$ cat src/verilog/mmul_defs.svh
/*
 * Matrix-multiply accelerator build constants:
 * memory port count, event lines, peripheral ID width
 * and the register map of the configuration block.
 */

`ifndef MMUL_DEFS_SVH
`define MMUL_DEFS_SVH

`define MMUL_MP          2      // 32-bit memory ports
`define MMUL_N_CORES     8      // event lines, one per core
`define MMUL_ID_W        8      // peripheral request id width

// register offsets within the peripheral window
`define MMUL_REG_TRIGGER 8'h00
`define MMUL_REG_STATUS  8'h04
`define MMUL_REG_X_ADDR  8'h08
`define MMUL_REG_W_ADDR  8'h0C
`define MMUL_REG_Z_ADDR  8'h10
`define MMUL_REG_M       8'h14
`define MMUL_REG_N       8'h18
`define MMUL_REG_K       8'h1C

`endif

$ cat src/verilog/mmul_pkg.sv
/*
 * Matrix-multiply accelerator types: matrix elements,
 * lane accumulators, addresses, dimensions, wide memory
 * beats and the controller state encoding.
 */

`include "mmul_defs.svh"

package mmul_pkg;

  localparam int unsigned LANES = 2 * `MMUL_MP; // 16-bit elements per beat

  typedef logic signed [15:0]       elem_t;
  typedef logic signed [31:0]       acc_t;
  typedef logic [31:0]              addr_t;   // byte address
  typedef logic [15:0]              dim_t;
  typedef logic [32*`MMUL_MP-1:0]   beat_t;   // lane 0 in the low bits
  typedef logic [$clog2(LANES)-1:0] lane_t;

  typedef enum logic [2:0] {
    st_idle,
    st_load_x,
    st_wait_x,
    st_load_w,
    st_wait_w,
    st_store,
    st_done
  } ctrl_state_e;

endpackage

$ cat src/verilog/mmul_regfile.sv
/*
 * Configuration register block on the peripheral slave port.
 * Holds matrix bases and dimensions, returns status and
 * raises the start pulse on a TRIGGER write while idle.
 */

`timescale 1ns/1ps
`include "mmul_defs.svh"

module mmul_regfile (
  input  logic                  clk_i,
  input  logic                  arst_n_i,
  input  logic                  periph_req_i,
  input  mmul_pkg::addr_t       periph_add_i,
  input  logic                  periph_wen_i,     // 1 reads
  input  logic [3:0]            periph_be_i,
  input  logic [31:0]           periph_data_i,
  input  logic [`MMUL_ID_W-1:0] periph_id_i,
  output logic                  periph_gnt_o,
  output logic [31:0]           periph_r_data_o,
  output logic                  periph_r_valid_o,
  output logic [`MMUL_ID_W-1:0] periph_r_id_o,
  input  logic                  busy_i,
  output logic                  start_o,
  output mmul_pkg::addr_t       x_addr_o,
  output mmul_pkg::addr_t       w_addr_o,
  output mmul_pkg::addr_t       z_addr_o,
  output mmul_pkg::dim_t        m_o,
  output mmul_pkg::dim_t        n_o,
  output mmul_pkg::dim_t        k_o
);
  import mmul_pkg::*;

  logic [7:0]            offset;
  logic                  wr_en;
  logic                  rd_en;
  logic [31:0]           rd_data;
  logic                  r_valid_q;
  logic [31:0]           r_data_q;
  logic [`MMUL_ID_W-1:0] r_id_q;
  addr_t                 x_addr_q;
  addr_t                 w_addr_q;
  addr_t                 z_addr_q;
  dim_t                  m_q;
  dim_t                  n_q;
  dim_t                  k_q;

  // replace only the enabled bytes of a register
  function automatic logic [31:0] be_merge(input logic [31:0] old_v,
                                           input logic [31:0] new_v,
                                           input logic [3:0]  be);
    logic [31:0] res;
    res = old_v;
    for (int b = 0; b < 4; b++) begin
      if (be[b]) res[8*b +: 8] = new_v[8*b +: 8];
    end
    return res;
  endfunction

  assign periph_gnt_o = periph_req_i;      // never stalls
  assign offset       = periph_add_i[7:0];
  assign wr_en        = periph_req_i & ~periph_wen_i & ~busy_i; // writes dropped while running
  assign rd_en        = periph_req_i & periph_wen_i;
  assign start_o      = wr_en & (offset == `MMUL_REG_TRIGGER);

  always_comb begin
    case (offset)
      `MMUL_REG_STATUS: rd_data = {31'd0, busy_i};
      `MMUL_REG_X_ADDR: rd_data = x_addr_q;
      `MMUL_REG_W_ADDR: rd_data = w_addr_q;
      `MMUL_REG_Z_ADDR: rd_data = z_addr_q;
      `MMUL_REG_M:      rd_data = {16'd0, m_q};
      `MMUL_REG_N:      rd_data = {16'd0, n_q};
      `MMUL_REG_K:      rd_data = {16'd0, k_q};
      default:          rd_data = '0;         // trigger and unmapped
    endcase
  end

  always_ff @(posedge clk_i or negedge arst_n_i) begin
    if (!arst_n_i) begin
      x_addr_q  <= '0;
      w_addr_q  <= '0;
      z_addr_q  <= '0;
      m_q       <= '0;
      n_q       <= '0;
      k_q       <= '0;
      r_valid_q <= 1'b0;
    end else begin
      r_valid_q <= periph_req_i;             // one response per granted access
      if (wr_en) begin
        case (offset)
          `MMUL_REG_X_ADDR: x_addr_q <= be_merge(x_addr_q, periph_data_i, periph_be_i);
          `MMUL_REG_W_ADDR: w_addr_q <= be_merge(w_addr_q, periph_data_i, periph_be_i);
          `MMUL_REG_Z_ADDR: z_addr_q <= be_merge(z_addr_q, periph_data_i, periph_be_i);
          `MMUL_REG_M: m_q <= dim_t'(be_merge({16'd0, m_q}, periph_data_i, periph_be_i));
          `MMUL_REG_N: n_q <= dim_t'(be_merge({16'd0, n_q}, periph_data_i, periph_be_i));
          `MMUL_REG_K: k_q <= dim_t'(be_merge({16'd0, k_q}, periph_data_i, periph_be_i));
          default: ;
        endcase
      end
    end
  end

  always_ff @(posedge clk_i) begin
    if (periph_req_i) begin
      r_id_q   <= periph_id_i;
      r_data_q <= rd_en ? rd_data : '0;    // writes answer with zero data
    end
  end

  assign periph_r_valid_o = r_valid_q;
  assign periph_r_data_o  = r_data_q;
  assign periph_r_id_o    = r_id_q;
  assign x_addr_o         = x_addr_q;
  assign w_addr_o         = w_addr_q;
  assign z_addr_o         = z_addr_q;
  assign m_o              = m_q;
  assign n_o              = n_q;
  assign k_o              = k_q;

endmodule

$ cat src/verilog/mmul_ctrl.sv
/*
 * Matrix-multiply sequencer. Walks rows, column blocks of
 * LANES outputs and the reduction index, issuing one X read
 * and one W read per step and one store per row chunk.
 */

`timescale 1ns/1ps
`include "mmul_defs.svh"

module mmul_ctrl (
  input  logic                    clk_i,
  input  logic                    arst_n_i,
  input  logic                    start_i,
  input  mmul_pkg::addr_t         x_addr_i,
  input  mmul_pkg::addr_t         w_addr_i,
  input  mmul_pkg::addr_t         z_addr_i,
  input  mmul_pkg::dim_t          m_i,
  input  mmul_pkg::dim_t          n_i,
  input  mmul_pkg::dim_t          k_i,
  output logic                    busy_o,
  output logic [`MMUL_N_CORES-1:0] evt_o,
  output logic                    mem_req_o,
  output logic                    mem_wen_o,
  output mmul_pkg::addr_t         mem_addr_o,
  input  logic                    mem_gnt_i,
  input  logic                    mem_rvalid_i,
  output logic                    acc_clear_o,
  output logic                    x_load_o,
  output logic                    w_step_o,
  output mmul_pkg::lane_t         x_sel_o
);
  import mmul_pkg::*;

  localparam addr_t BEAT_MASK = ~addr_t'(4 * `MMUL_MP - 1);
  localparam dim_t  LANES_D   = dim_t'(LANES);

  ctrl_state_e state_q;
  dim_t        row_q;
  dim_t        col_q;
  dim_t        step_q;
  addr_t       x_row_q;   // element offset of X row start
  addr_t       x_off_q;   // element offset of current X operand
  addr_t       w_off_q;   // element offset of current W beat
  addr_t       z_off_q;   // element offset of current Z chunk
  addr_t       x_byte;
  logic        launch;
  logic        last_step;
  logic        last_col;
  logic        last_row;

  assign x_byte    = x_addr_i + (x_off_q << 1);
  assign launch    = start_i & ((state_q == st_idle) | (state_q == st_done));
  assign last_step = (step_q == dim_t'(n_i - 1'b1));
  assign last_col  = (dim_t'(col_q + LANES_D) == k_i);
  assign last_row  = (row_q == dim_t'(m_i - 1'b1));

  assign busy_o      = (state_q != st_idle) & (state_q != st_done);
  assign evt_o       = {`MMUL_N_CORES{state_q == st_done}};
  assign acc_clear_o = launch | ((state_q == st_store) & mem_gnt_i);
  assign x_load_o    = (state_q == st_wait_x) & mem_rvalid_i;
  assign w_step_o    = (state_q == st_wait_w) & mem_rvalid_i;
  assign x_sel_o     = x_off_q[$clog2(LANES)-1:0];    // element slot in the beat

  always_comb begin
    mem_req_o  = 1'b0;
    mem_wen_o  = 1'b1;
    mem_addr_o = '0;
    case (state_q)
      st_load_x: begin
        mem_req_o  = 1'b1;
        mem_addr_o = x_byte & BEAT_MASK;
      end
      st_load_w: begin
        mem_req_o  = 1'b1;
        mem_addr_o = w_addr_i + (w_off_q << 1);
      end
      st_store: begin
        mem_req_o  = 1'b1;
        mem_wen_o  = 1'b0;
        mem_addr_o = z_addr_i + (z_off_q << 1);
      end
      default: ;
    endcase
  end

  always_ff @(posedge clk_i or negedge arst_n_i) begin
    if (!arst_n_i) begin
      state_q <= st_idle;
      row_q   <= '0;
      col_q   <= '0;
      step_q  <= '0;
      x_row_q <= '0;
      x_off_q <= '0;
      w_off_q <= '0;
      z_off_q <= '0;
    end else begin
      case (state_q)
        st_idle, st_done: begin
          if (launch) begin
            row_q   <= '0;
            col_q   <= '0;
            step_q  <= '0;
            x_row_q <= '0;
            x_off_q <= '0;
            w_off_q <= '0;
            z_off_q <= '0;
            state_q <= st_load_x;
          end else begin
            state_q <= st_idle;
          end
        end
        st_load_x: if (mem_gnt_i) state_q <= st_wait_x;
        st_wait_x: if (mem_rvalid_i) state_q <= st_load_w;
        st_load_w: if (mem_gnt_i) state_q <= st_wait_w;
        st_wait_w: begin
          if (mem_rvalid_i) begin
            x_off_q <= x_off_q + 1'b1;
            w_off_q <= w_off_q + addr_t'(k_i);   // next W row, same columns
            if (last_step) begin
              step_q  <= '0;
              state_q <= st_store;
            end else begin
              step_q  <= step_q + 1'b1;
              state_q <= st_load_x;
            end
          end
        end
        st_store: begin
          if (mem_gnt_i) begin
            z_off_q <= z_off_q + addr_t'(LANES);
            if (last_col) begin
              col_q   <= '0;
              w_off_q <= '0;
              x_row_q <= x_row_q + addr_t'(n_i);
              x_off_q <= x_row_q + addr_t'(n_i);
              row_q   <= row_q + 1'b1;
              state_q <= last_row ? st_done : st_load_x;
            end else begin
              col_q   <= col_q + LANES_D;
              w_off_q <= addr_t'(col_q + LANES_D);
              x_off_q <= x_row_q;              // rewalk the same X row
              state_q <= st_load_x;
            end
          end
        end
        default: state_q <= st_idle;
      endcase
    end
  end

endmodule

$ cat src/verilog/mmul_streamer.sv
/*
 * Wide memory access splitter. Fans one beat out over MP
 * word ports at consecutive addresses and joins grants,
 * read valids and read data back into one wide access.
 */

`timescale 1ns/1ps
`include "mmul_defs.svh"

module mmul_streamer (
  input  logic                          mem_req_i,
  input  logic                          mem_wen_i,
  input  mmul_pkg::addr_t               mem_addr_i,
  input  mmul_pkg::beat_t               mem_wdata_i,
  output logic                          mem_gnt_o,
  output logic                          mem_rvalid_o,
  output mmul_pkg::beat_t               mem_rdata_o,
  output logic [`MMUL_MP-1:0]           tcdm_req_o,
  output logic [`MMUL_MP-1:0]           tcdm_wen_o,
  output logic [`MMUL_MP-1:0][31:0]     tcdm_add_o,
  output logic [`MMUL_MP-1:0][3:0]      tcdm_be_o,
  output logic [`MMUL_MP-1:0][31:0]     tcdm_data_o,
  input  logic [`MMUL_MP-1:0]           tcdm_gnt_i,
  input  logic [`MMUL_MP-1:0]           tcdm_r_valid_i,
  input  logic [`MMUL_MP-1:0][31:0]     tcdm_r_data_i
);
  import mmul_pkg::*;

  for (genvar ii = 0; ii < `MMUL_MP; ii++) begin : g_port
    assign tcdm_req_o[ii]  = mem_req_i;
    assign tcdm_wen_o[ii]  = mem_wen_i;
    assign tcdm_add_o[ii]  = mem_addr_i + addr_t'(4 * ii);   // word ii of the beat
    assign tcdm_be_o[ii]   = 4'hF;
    assign tcdm_data_o[ii] = mem_wdata_i[32*ii +: 32];
  end

  // all ports must accept and answer together
  assign mem_gnt_o    = &tcdm_gnt_i;
  assign mem_rvalid_o = &tcdm_r_valid_i;
  assign mem_rdata_o  = beat_t'(tcdm_r_data_i);   // port 0 lands in the low word

endmodule

$ cat src/verilog/mmul_datapath.sv
/*
 * Multiply-accumulate datapath. Captures one X element as a
 * scalar and accumulates its product with LANES W elements,
 * packing the low 16 bits of each lane into the result beat.
 */

`timescale 1ns/1ps
`include "mmul_defs.svh"

module mmul_datapath (
  input  logic            clk_i,
  input  logic            arst_n_i,
  input  logic            acc_clear_i,
  input  logic            x_load_i,
  input  logic            w_step_i,
  input  mmul_pkg::lane_t x_sel_i,
  input  mmul_pkg::beat_t rdata_i,
  output mmul_pkg::beat_t result_o
);
  import mmul_pkg::*;

  elem_t x_q;   // scalar operand of the current step

  always_ff @(posedge clk_i) begin
    if (x_load_i) x_q <= rdata_i[16*x_sel_i +: 16];
  end

  for (genvar l = 0; l < LANES; l++) begin : g_lane
    elem_t w_elem;
    acc_t  prod;
    acc_t  acc_q;

    assign w_elem = rdata_i[16*l +: 16];
    assign prod   = x_q * w_elem;         // full signed product

    always_ff @(posedge clk_i or negedge arst_n_i) begin
      if (!arst_n_i) begin
        acc_q <= '0;
      end else if (acc_clear_i) begin
        acc_q <= '0;
      end else if (w_step_i) begin
        acc_q <= acc_q + prod;
      end
    end

    assign result_o[16*l +: 16] = acc_q[15:0];   // wraps to the element width
  end

endmodule

$ cat src/verilog/mmul_wrap.sv
/*
 * Matrix-multiply accelerator top level. Connects the
 * configuration block, sequencer, port splitter and MAC
 * datapath to the peripheral slave and memory master ports.
 */

`timescale 1ns/1ps
`include "mmul_defs.svh"

module mmul_wrap (
  input  logic                      clk_i,
  input  logic                      arst_n_i,
  output logic [`MMUL_N_CORES-1:0]  evt_o,
  output logic                      busy_o,
  output logic [`MMUL_MP-1:0]       tcdm_req_o,
  input  logic [`MMUL_MP-1:0]       tcdm_gnt_i,
  output logic [`MMUL_MP-1:0][31:0] tcdm_add_o,
  output logic [`MMUL_MP-1:0]       tcdm_wen_o,
  output logic [`MMUL_MP-1:0][3:0]  tcdm_be_o,
  output logic [`MMUL_MP-1:0][31:0] tcdm_data_o,
  input  logic [`MMUL_MP-1:0][31:0] tcdm_r_data_i,
  input  logic [`MMUL_MP-1:0]       tcdm_r_valid_i,
  input  logic                      periph_req_i,
  output logic                      periph_gnt_o,
  input  mmul_pkg::addr_t           periph_add_i,
  input  logic                      periph_wen_i,
  input  logic [3:0]                periph_be_i,
  input  logic [31:0]               periph_data_i,
  input  logic [`MMUL_ID_W-1:0]     periph_id_i,
  output logic [31:0]               periph_r_data_o,
  output logic                      periph_r_valid_o,
  output logic [`MMUL_ID_W-1:0]     periph_r_id_o
);
  import mmul_pkg::*;

  logic  start;
  addr_t x_addr;
  addr_t w_addr;
  addr_t z_addr;
  dim_t  m_dim;
  dim_t  n_dim;
  dim_t  k_dim;
  logic  mem_req;
  logic  mem_wen;
  addr_t mem_addr;
  logic  mem_gnt;
  logic  mem_rvalid;
  beat_t mem_rdata;
  beat_t result;
  logic  acc_clear;
  logic  x_load;
  logic  w_step;
  lane_t x_sel;

  mmul_regfile i_regfile (
    .clk_i            (clk_i),
    .arst_n_i         (arst_n_i),
    .periph_req_i     (periph_req_i),
    .periph_add_i     (periph_add_i),
    .periph_wen_i     (periph_wen_i),
    .periph_be_i      (periph_be_i),
    .periph_data_i    (periph_data_i),
    .periph_id_i      (periph_id_i),
    .periph_gnt_o     (periph_gnt_o),
    .periph_r_data_o  (periph_r_data_o),
    .periph_r_valid_o (periph_r_valid_o),
    .periph_r_id_o    (periph_r_id_o),
    .busy_i           (busy_o),
    .start_o          (start),
    .x_addr_o         (x_addr),
    .w_addr_o         (w_addr),
    .z_addr_o         (z_addr),
    .m_o              (m_dim),
    .n_o              (n_dim),
    .k_o              (k_dim)
  );

  mmul_ctrl i_ctrl (
    .clk_i        (clk_i),
    .arst_n_i     (arst_n_i),
    .start_i      (start),
    .x_addr_i     (x_addr),
    .w_addr_i     (w_addr),
    .z_addr_i     (z_addr),
    .m_i          (m_dim),
    .n_i          (n_dim),
    .k_i          (k_dim),
    .busy_o       (busy_o),
    .evt_o        (evt_o),
    .mem_req_o    (mem_req),
    .mem_wen_o    (mem_wen),
    .mem_addr_o   (mem_addr),
    .mem_gnt_i    (mem_gnt),
    .mem_rvalid_i (mem_rvalid),
    .acc_clear_o  (acc_clear),
    .x_load_o     (x_load),
    .w_step_o     (w_step),
    .x_sel_o      (x_sel)
  );

  mmul_streamer i_streamer (
    .mem_req_i      (mem_req),
    .mem_wen_i      (mem_wen),
    .mem_addr_i     (mem_addr),
    .mem_wdata_i    (result),
    .mem_gnt_o      (mem_gnt),
    .mem_rvalid_o   (mem_rvalid),
    .mem_rdata_o    (mem_rdata),
    .tcdm_req_o     (tcdm_req_o),
    .tcdm_wen_o     (tcdm_wen_o),
    .tcdm_add_o     (tcdm_add_o),
    .tcdm_be_o      (tcdm_be_o),
    .tcdm_data_o    (tcdm_data_o),
    .tcdm_gnt_i     (tcdm_gnt_i),
    .tcdm_r_valid_i (tcdm_r_valid_i),
    .tcdm_r_data_i  (tcdm_r_data_i)
  );

  mmul_datapath i_datapath (
    .clk_i       (clk_i),
    .arst_n_i    (arst_n_i),
    .acc_clear_i (acc_clear),
    .x_load_i    (x_load),
    .w_step_i    (w_step),
    .x_sel_i     (x_sel),
    .rdata_i     (mem_rdata),
    .result_o    (result)
  );

endmodule

$ cat config.mk
export PLATFORM = sky130hd
export DESIGN_NAME = mmul_wrap
export DESIGN_NICKNAME = d
export VERILOG_FILES = /design/src/verilog/mmul_pkg.sv /design/src/verilog/mmul_regfile.sv /design/src/verilog/mmul_ctrl.sv /design/src/verilog/mmul_streamer.sv /design/src/verilog/mmul_datapath.sv /design/src/verilog/mmul_wrap.sv
export VERILOG_INCLUDE_DIRS = /design/src /design/src/verilog
export SDC_FILE = /design/constraint.sdc
export NUM_CORES = 2
export LEC_CHECK = 0
export BUFFER_PORTS_ARGS = -buffer_cell sky130_fd_sc_hd__buf_4
export CORE_MARGIN = 4
export CORE_UTILIZATION = 50
export CTS_CLUSTER_SIZE = 20
export DETAILED_ROUTE_END_ITERATION = 16
export PLACE_DENSITY = 0.77
export SKIP_LAST_GASP = 1
export SLEW_MARGIN = 40
export SYNTH_ARGS = -nofsm -noshare
export SYNTH_HDL_FRONTEND = slang
export SYNTH_SLANG_ARGS = --single-unit
$ cat constraint.sdc
create_clock -name clk_i -period 14.9 [get_ports clk_i]
set_input_delay 2.235 -clock clk_i [delete_from_list [all_inputs] [get_ports clk_i]]
set_output_delay 2.235 -clock clk_i [all_outputs]
set_load 0.1 [all_outputs]
Word-level counts from Yosys, hierarchy flattened
Cells that the tools add are included.
- output and inout port bits: 191
- register bits: 508
- word-level logic and storage cells: 172
- $add $sub $neg: 18
- shifts and indexed selects: 1
- reductions and logical operators: 34
- multiplexer cells: 44
- bitwise logic cells: 13
- multipliers: 4
- equal/unequal tests: 24
- operator list (operator ; number):
    32-bit two-way mux ; 16
    32-bit case mux with 3 select lines ; 3
    32-bit adder ; 7
    32-bit case mux with 7 select lines ; 1
    16-bit by 16-bit multiplier with 32-bit output ; 4
    32-bit case mux with 2 select lines ; 2
    16-bit two-way mux ; 7
    16-bit case mux with 2 select lines ; 3
    32-bit by 16-bit adder with 32-bit output ; 2
    32-bit by 3-bit adder with 32-bit output, second input constant ; 2
    64-bit by 7-bit variable part select with 16-bit output ; 1
    3-bit AND reduction ; 20
    16-bit equality test ; 3
    16-bit by 1-bit adder with 16-bit output, second input constant ; 2
    32-bit by 1-bit adder with 32-bit output, second input constant ; 1
    8-bit by 5-bit equality test with 1-bit output, second input constant ; 4
    16-bit by 1-bit subtractor with 16-bit output, second input constant ; 2
    3-bit two-way mux ; 8
    3-bit case mux with 6 select lines ; 1
    16-bit by 3-bit adder with 17-bit output, second input constant ; 1
    16-bit by 3-bit adder with 16-bit output, second input constant ; 1
    8-bit by 4-bit equality test with 1-bit output, second input constant ; 2
    2-bit by 1-bit != test with 1-bit output, second input constant ; 7
    1-bit bitwise AND ; 9
    other kinds (17) ; 29

Longest topological paths before layout
- depth after elaboration: 8
- gate-level depth with buffers: 26
- depth with buffers taken out: 24

By module
From an unflattened synthesis, not the netlist that was laid out.
- cells, all modules: 5409
- area total of the unflattened synthesis: 48985.7 sq um
- by module, submodules not included (module ; seq. area each (sq um) ; cells an instance ; area each (sq um) ; times used):
    mmul_datapath ; 2082.0 ; 2567 ; 22562.9 ; 1
    mmul_ctrl ; 4279.1 ; 2047 ; 16503.3 ; 1
    mmul_regfile ; 4829.6 ; 540 ; 8026.4 ; 1
    mmul_streamer ; 0.0 ; 255 ; 1893.1 ; 1

Worst setup path before layout
No wires, ideal clock.
- path type: reg-to-output
- start point: register i_ctrl.x_off_q[13]
- end point: output port tcdm_add_o[63] in the netlist's numbering
- data required time: 12.665 ns
- data arrival time: 6.677 ns
- path slack: 5.988 ns
- cell stages (with the launch flop): 12
- buffers on the path: 0
- cells stage by stage: dfrtp_1 ha_1 and3_1 a221oi_1 nand2b_1 nor3_1 nor2_1 xnor2_1 o21ai_0 nor4b_4 nand3_1 xnor2_1
- RTL lines (what ; line ; source):
    start, declared ; mmul_ctrl.sv:42 ; addr_t x_off_q;
    start signal, assigned ; mmul_ctrl.sv:117 ; x_off_q <= x_off_q + 1'b1;
    start signal, assigned ; mmul_ctrl.sv:135 ; x_off_q <= x_row_q + addr_t'(n_i);
    start signal, assigned ; mmul_ctrl.sv:141 ; x_off_q <= x_row_q;
    end, declared ; mmul_wrap.sv:17 ; output logic [`MMUL_MP-1:0][31:0] tcdm_add_o,

==> key figures <==
Global routing
  • Initial antenna violation count: 11
  • Vias in the first global route: between 30000 and 40000
  • Grt ovf: 0
  • Total GRT Usage: 0.284
  • Largest net degree at the start of global routing: 91
  • First-pass GRT wire length: ~220000 um

Setup path
  • Crit path DAT: between 5 and 6 ns
  • Worst setup EP type: output port
  • WP data required: 12.66 ns
  • WS Path Type: flop to output port
  • Worst Setup Start Kind: flop
  • Worst Path Max Fanout: 17
  • Worst Reg-to-Reg Cells: 20
  • FF-to-FF End: i_datapath.g_lane[0].acc_q[14]
  • R2R setup slack: ~8.4 ns
  • R2r startpoint: i_datapath.x_q[3]
  • CP startpoint: i_ctrl.state_q[1]

Clock tree
  • H-Tree Level Count: 2
  • Clock slew at reported path FFs: 0.06 ns
  • CTS tree: done
  • CTS buffer count: 52
  • # hold bufs at CTS: 0
  • Clk Latency, worst-skew pair: slightly below 0.7 ns
  • Worst-case clock buffer depth: 3
  • Post-CTS setup buffers: 0
  • CTS Root Buffer Type: clkbuf_16
  • Post_cts resized: 0
  • Sink Count: around 440

Die
  • Starting Density: 0.506
  • # IOs: 339
  • Die X: roughly 310 um
  • Rows: approximately 110
  • Die Ht: about 310 um
  • Core outline area: 91900 um^2
  • Die area: 97900 um^2

Place
  • Port-buffer cells: a little over 300
  • Gp weighted congestion: between 0.9 and 1
  • Placed Area: around 50000 um^2
  • Hpwl dp: 105000 um
  • Cells after DPL: between 6000 and 7000

Synth
  • Register area share after synthesis: 0.241
  • Syn Inst Count: between 5000 and 6000
  • Avg Inst Size Synth: ~9 um^2
  • Count of different cell masters after synthesis: ~110
  • Synth async-reset ratio: 0.872
  • Post-synthesis mux area share: 0.0451
  • Mapped cell area: approximately 46000 um^2
  • Syn. warnings: 0
  • Synth Flop Type: dfrtp_1
  • XOR/XNOR share of the synthesized area: 0.0816
  • Synth area leader: dfrtp_1
  • Area share of the largest cell type after synthesis: 0.205
  • Synth Area in Compound Gates: 0.113
  • Synth Area in Simple Gates: 0.169
  • Largest family of logic cells by synthesized area: adder cells
  • Number of synthesized flops with an enable pin: 56
  • Synth Area in Adders: 0.267
  • Flops & latches, synth: approximately 440
  • Ranking of synthesized cells by area: dfrtp_1 20%, fa_1 16%, ha_1 11%, inv_1 6.3%, xnor2_1 5.1%

Route
  • Wire per inst: between 20 and 25 um
  • Via density: 5.79
  • Number of DRC markers in iteration 0: around 3600
  • Detailed Route WL: between 100000 and 150000 um
  • First-pass iteration count of the detailed router: 6
  • Via count: 38567
  • Antenna-violating nets left: 0
  • Drc violations: 0

Power
  • Pwr per Cell Area: between 100 and 150 nW/um^2
  • Leak: between 20 and 30 nW
  • Max IR drop VDD: 0.150 mV

STA
  • Final Hold Fails: 0
  • Fin crit share: 0.540
  • Slew at the pin closest to its max-slew limit: between 0.9 and 1 ns
  • Tmin final: between 8 and 9 ns
  • Unrepaired setup endpoints after global routing: no
  • Fmax: about 0.12 GHz
  • Setup-failing EPs final: 0
  • Slew Limit Headroom: 0.373
  • Clk_skew: about 0.043 ns
  • Post-Route Setup TNS: 0 ns
  • Slew Viols, Final: 0

Final layout
  • Finished Cell Area: roughly 52000 um^2
  • Nets: ~6300
  • Final core occ: 0.563
  • Non-filler instance count after layout: about 6700
  • Share of cells above drive strength 1: 0.123
  • P&R area growth vs syn: 11.4%

Worst hold path
  • Class of the worst hold path: flop to flop
  • Hold endpoint: i_ctrl.x_row_q[4]
  • Hold Startpoint: i_ctrl.x_row_q[4]
  • Worst Hold Depth: 2

Status
  • Outcome: finished, final reports clean

Run
  • Max_cap viols: 0
-- final cells by class --
type	instances	area, um^2
repair buffers	357	2790
flip-flops and latches	436	11200
fillers	8011	40200
multi-input cells	3742	31500
inverters	778	2920
diodes	3	7.51
clock inverters	23	262
clock buffers	75	1510
well taps	1243	1560
-- metal layers --
layer | GRT usage | share of wire
met4 | 0.119 | 0.045
met5 | 0 | 0.00065
met3 | 0.0652 | 0.096
met1 | 0.355 | 0.39
met2 | 0.475 | 0.47
-- worst max-delay path by stage --
stage / slack (ns) / end
after floorplan: 5.99 / tcdm_add_o[63]
after global placement: 7.45 / i_datapath.g_lane[0].acc_q[14]
after detailed placement: 7.38 / i_datapath.g_lane[0].acc_q[14]
after CTS: 7.00 / tcdm_add_o[61]
after global routing: 6.74 / tcdm_add_o[61]
final: 6.85 / tcdm_add_o[61]
-- kinds of logic (layout without fill, tap and decap cells) --
| kind of cell | after synthesis | after routing |
|---|---|---|
| xor gates and xnor gates | 433 | 433 |
| AOI/OAI and AO/OA | 793 | 793 |
| buffers and inverters | 1005 | 1233 |
| and+or+nand+nor | 1568 | 1568 |
| muxes | 172 | 172 |
| adders and majority gates | 767 | 767 |
| DFF | 436 | 436 |
| other | 2 | 12 |
-- power breakdown --
part	internal [W]	switching, W
clock network	0.000779	0.000577
logic	0.00204	0.00270
registers	0.00125	0.0000941
total	0.00408	0.00337
-- cell usage after synthesis (20+ instances only) --
cell and instances:
a21o_1 43, a21oi_1 167, a22oi_1 57, a31oi_1 49
and2_1 362, and3_1 59, buf_4 23, clkbuf_1 185
dfrtp_1 380, edfxtp_1 56, fa_1 375, ha_1 392
inv_1 775, mux2_2 140, nand2_1 498, nand2b_1 32
nand3_1 109, nand4_1 45, nor2_1 263, nor2b_1 23
nor3_1 66, nor4_1 22, o21ai_0 199, o21bai_1 27
o31ai_1 35, or3_1 20, xnor2_1 273, xor2_1 160
-- through the flow --
stage / hold WS [ns] / power [W] / setup WS, ns
detailed placement: 0.490 / 0.00607 / 7.38
CTS: 0.503 / 0.00750 / 7.00
floorplan: 0.468 / 0.00506 / 5.99
global route: 0.549 / 0.00818 / 6.74
global placement: 0.488 / 0.00592 / 7.45
finish: 0.502 / 0.00745 / 6.85
-- critical path, stage by stage (launching register included) --
cell and delay [ns]:
dfrtp_1 0.78, and2b_1 0.45, nand2_1 0.43, buf_4 0.36
o32ai_1 0.37, a21oi_1 0.23, nor3_1 0.46, nand2_1 0.13
nor4_2 0.26, nand4_1 0.50, nor4b_4 0.48, and3b_1 0.23
xor2_1 0.15, buf_4 0.31
-- state kept, by name, indices dropped and copies added (netlist names), 29 cells and up --
signal                     cells
i_ctrl.w_off_q                31
i_ctrl.x_off_q                31
i_ctrl.x_row_q                31
i_ctrl.z_off_q                29
i_datapath.g_lane.acc_q       64
i_regfile.periph_r_data_o     32
i_regfile.w_addr_o            32
i_regfile.x_addr_o            32
i_regfile.z_addr_o            32
-- cell usage in the layout (no fill, tap or decap), types with 160 or more instances in the layout --
cell,n
xor2_1,160
buf_4,344
ha_1,392
inv_1,775
xnor2_1,273
fa_1,375
a21oi_1,167
nor2_1,250
and2_1,362
dfrtp_1,378
nand2_1,496
o21ai_0,198
Power figures use the tool's default switching activity.
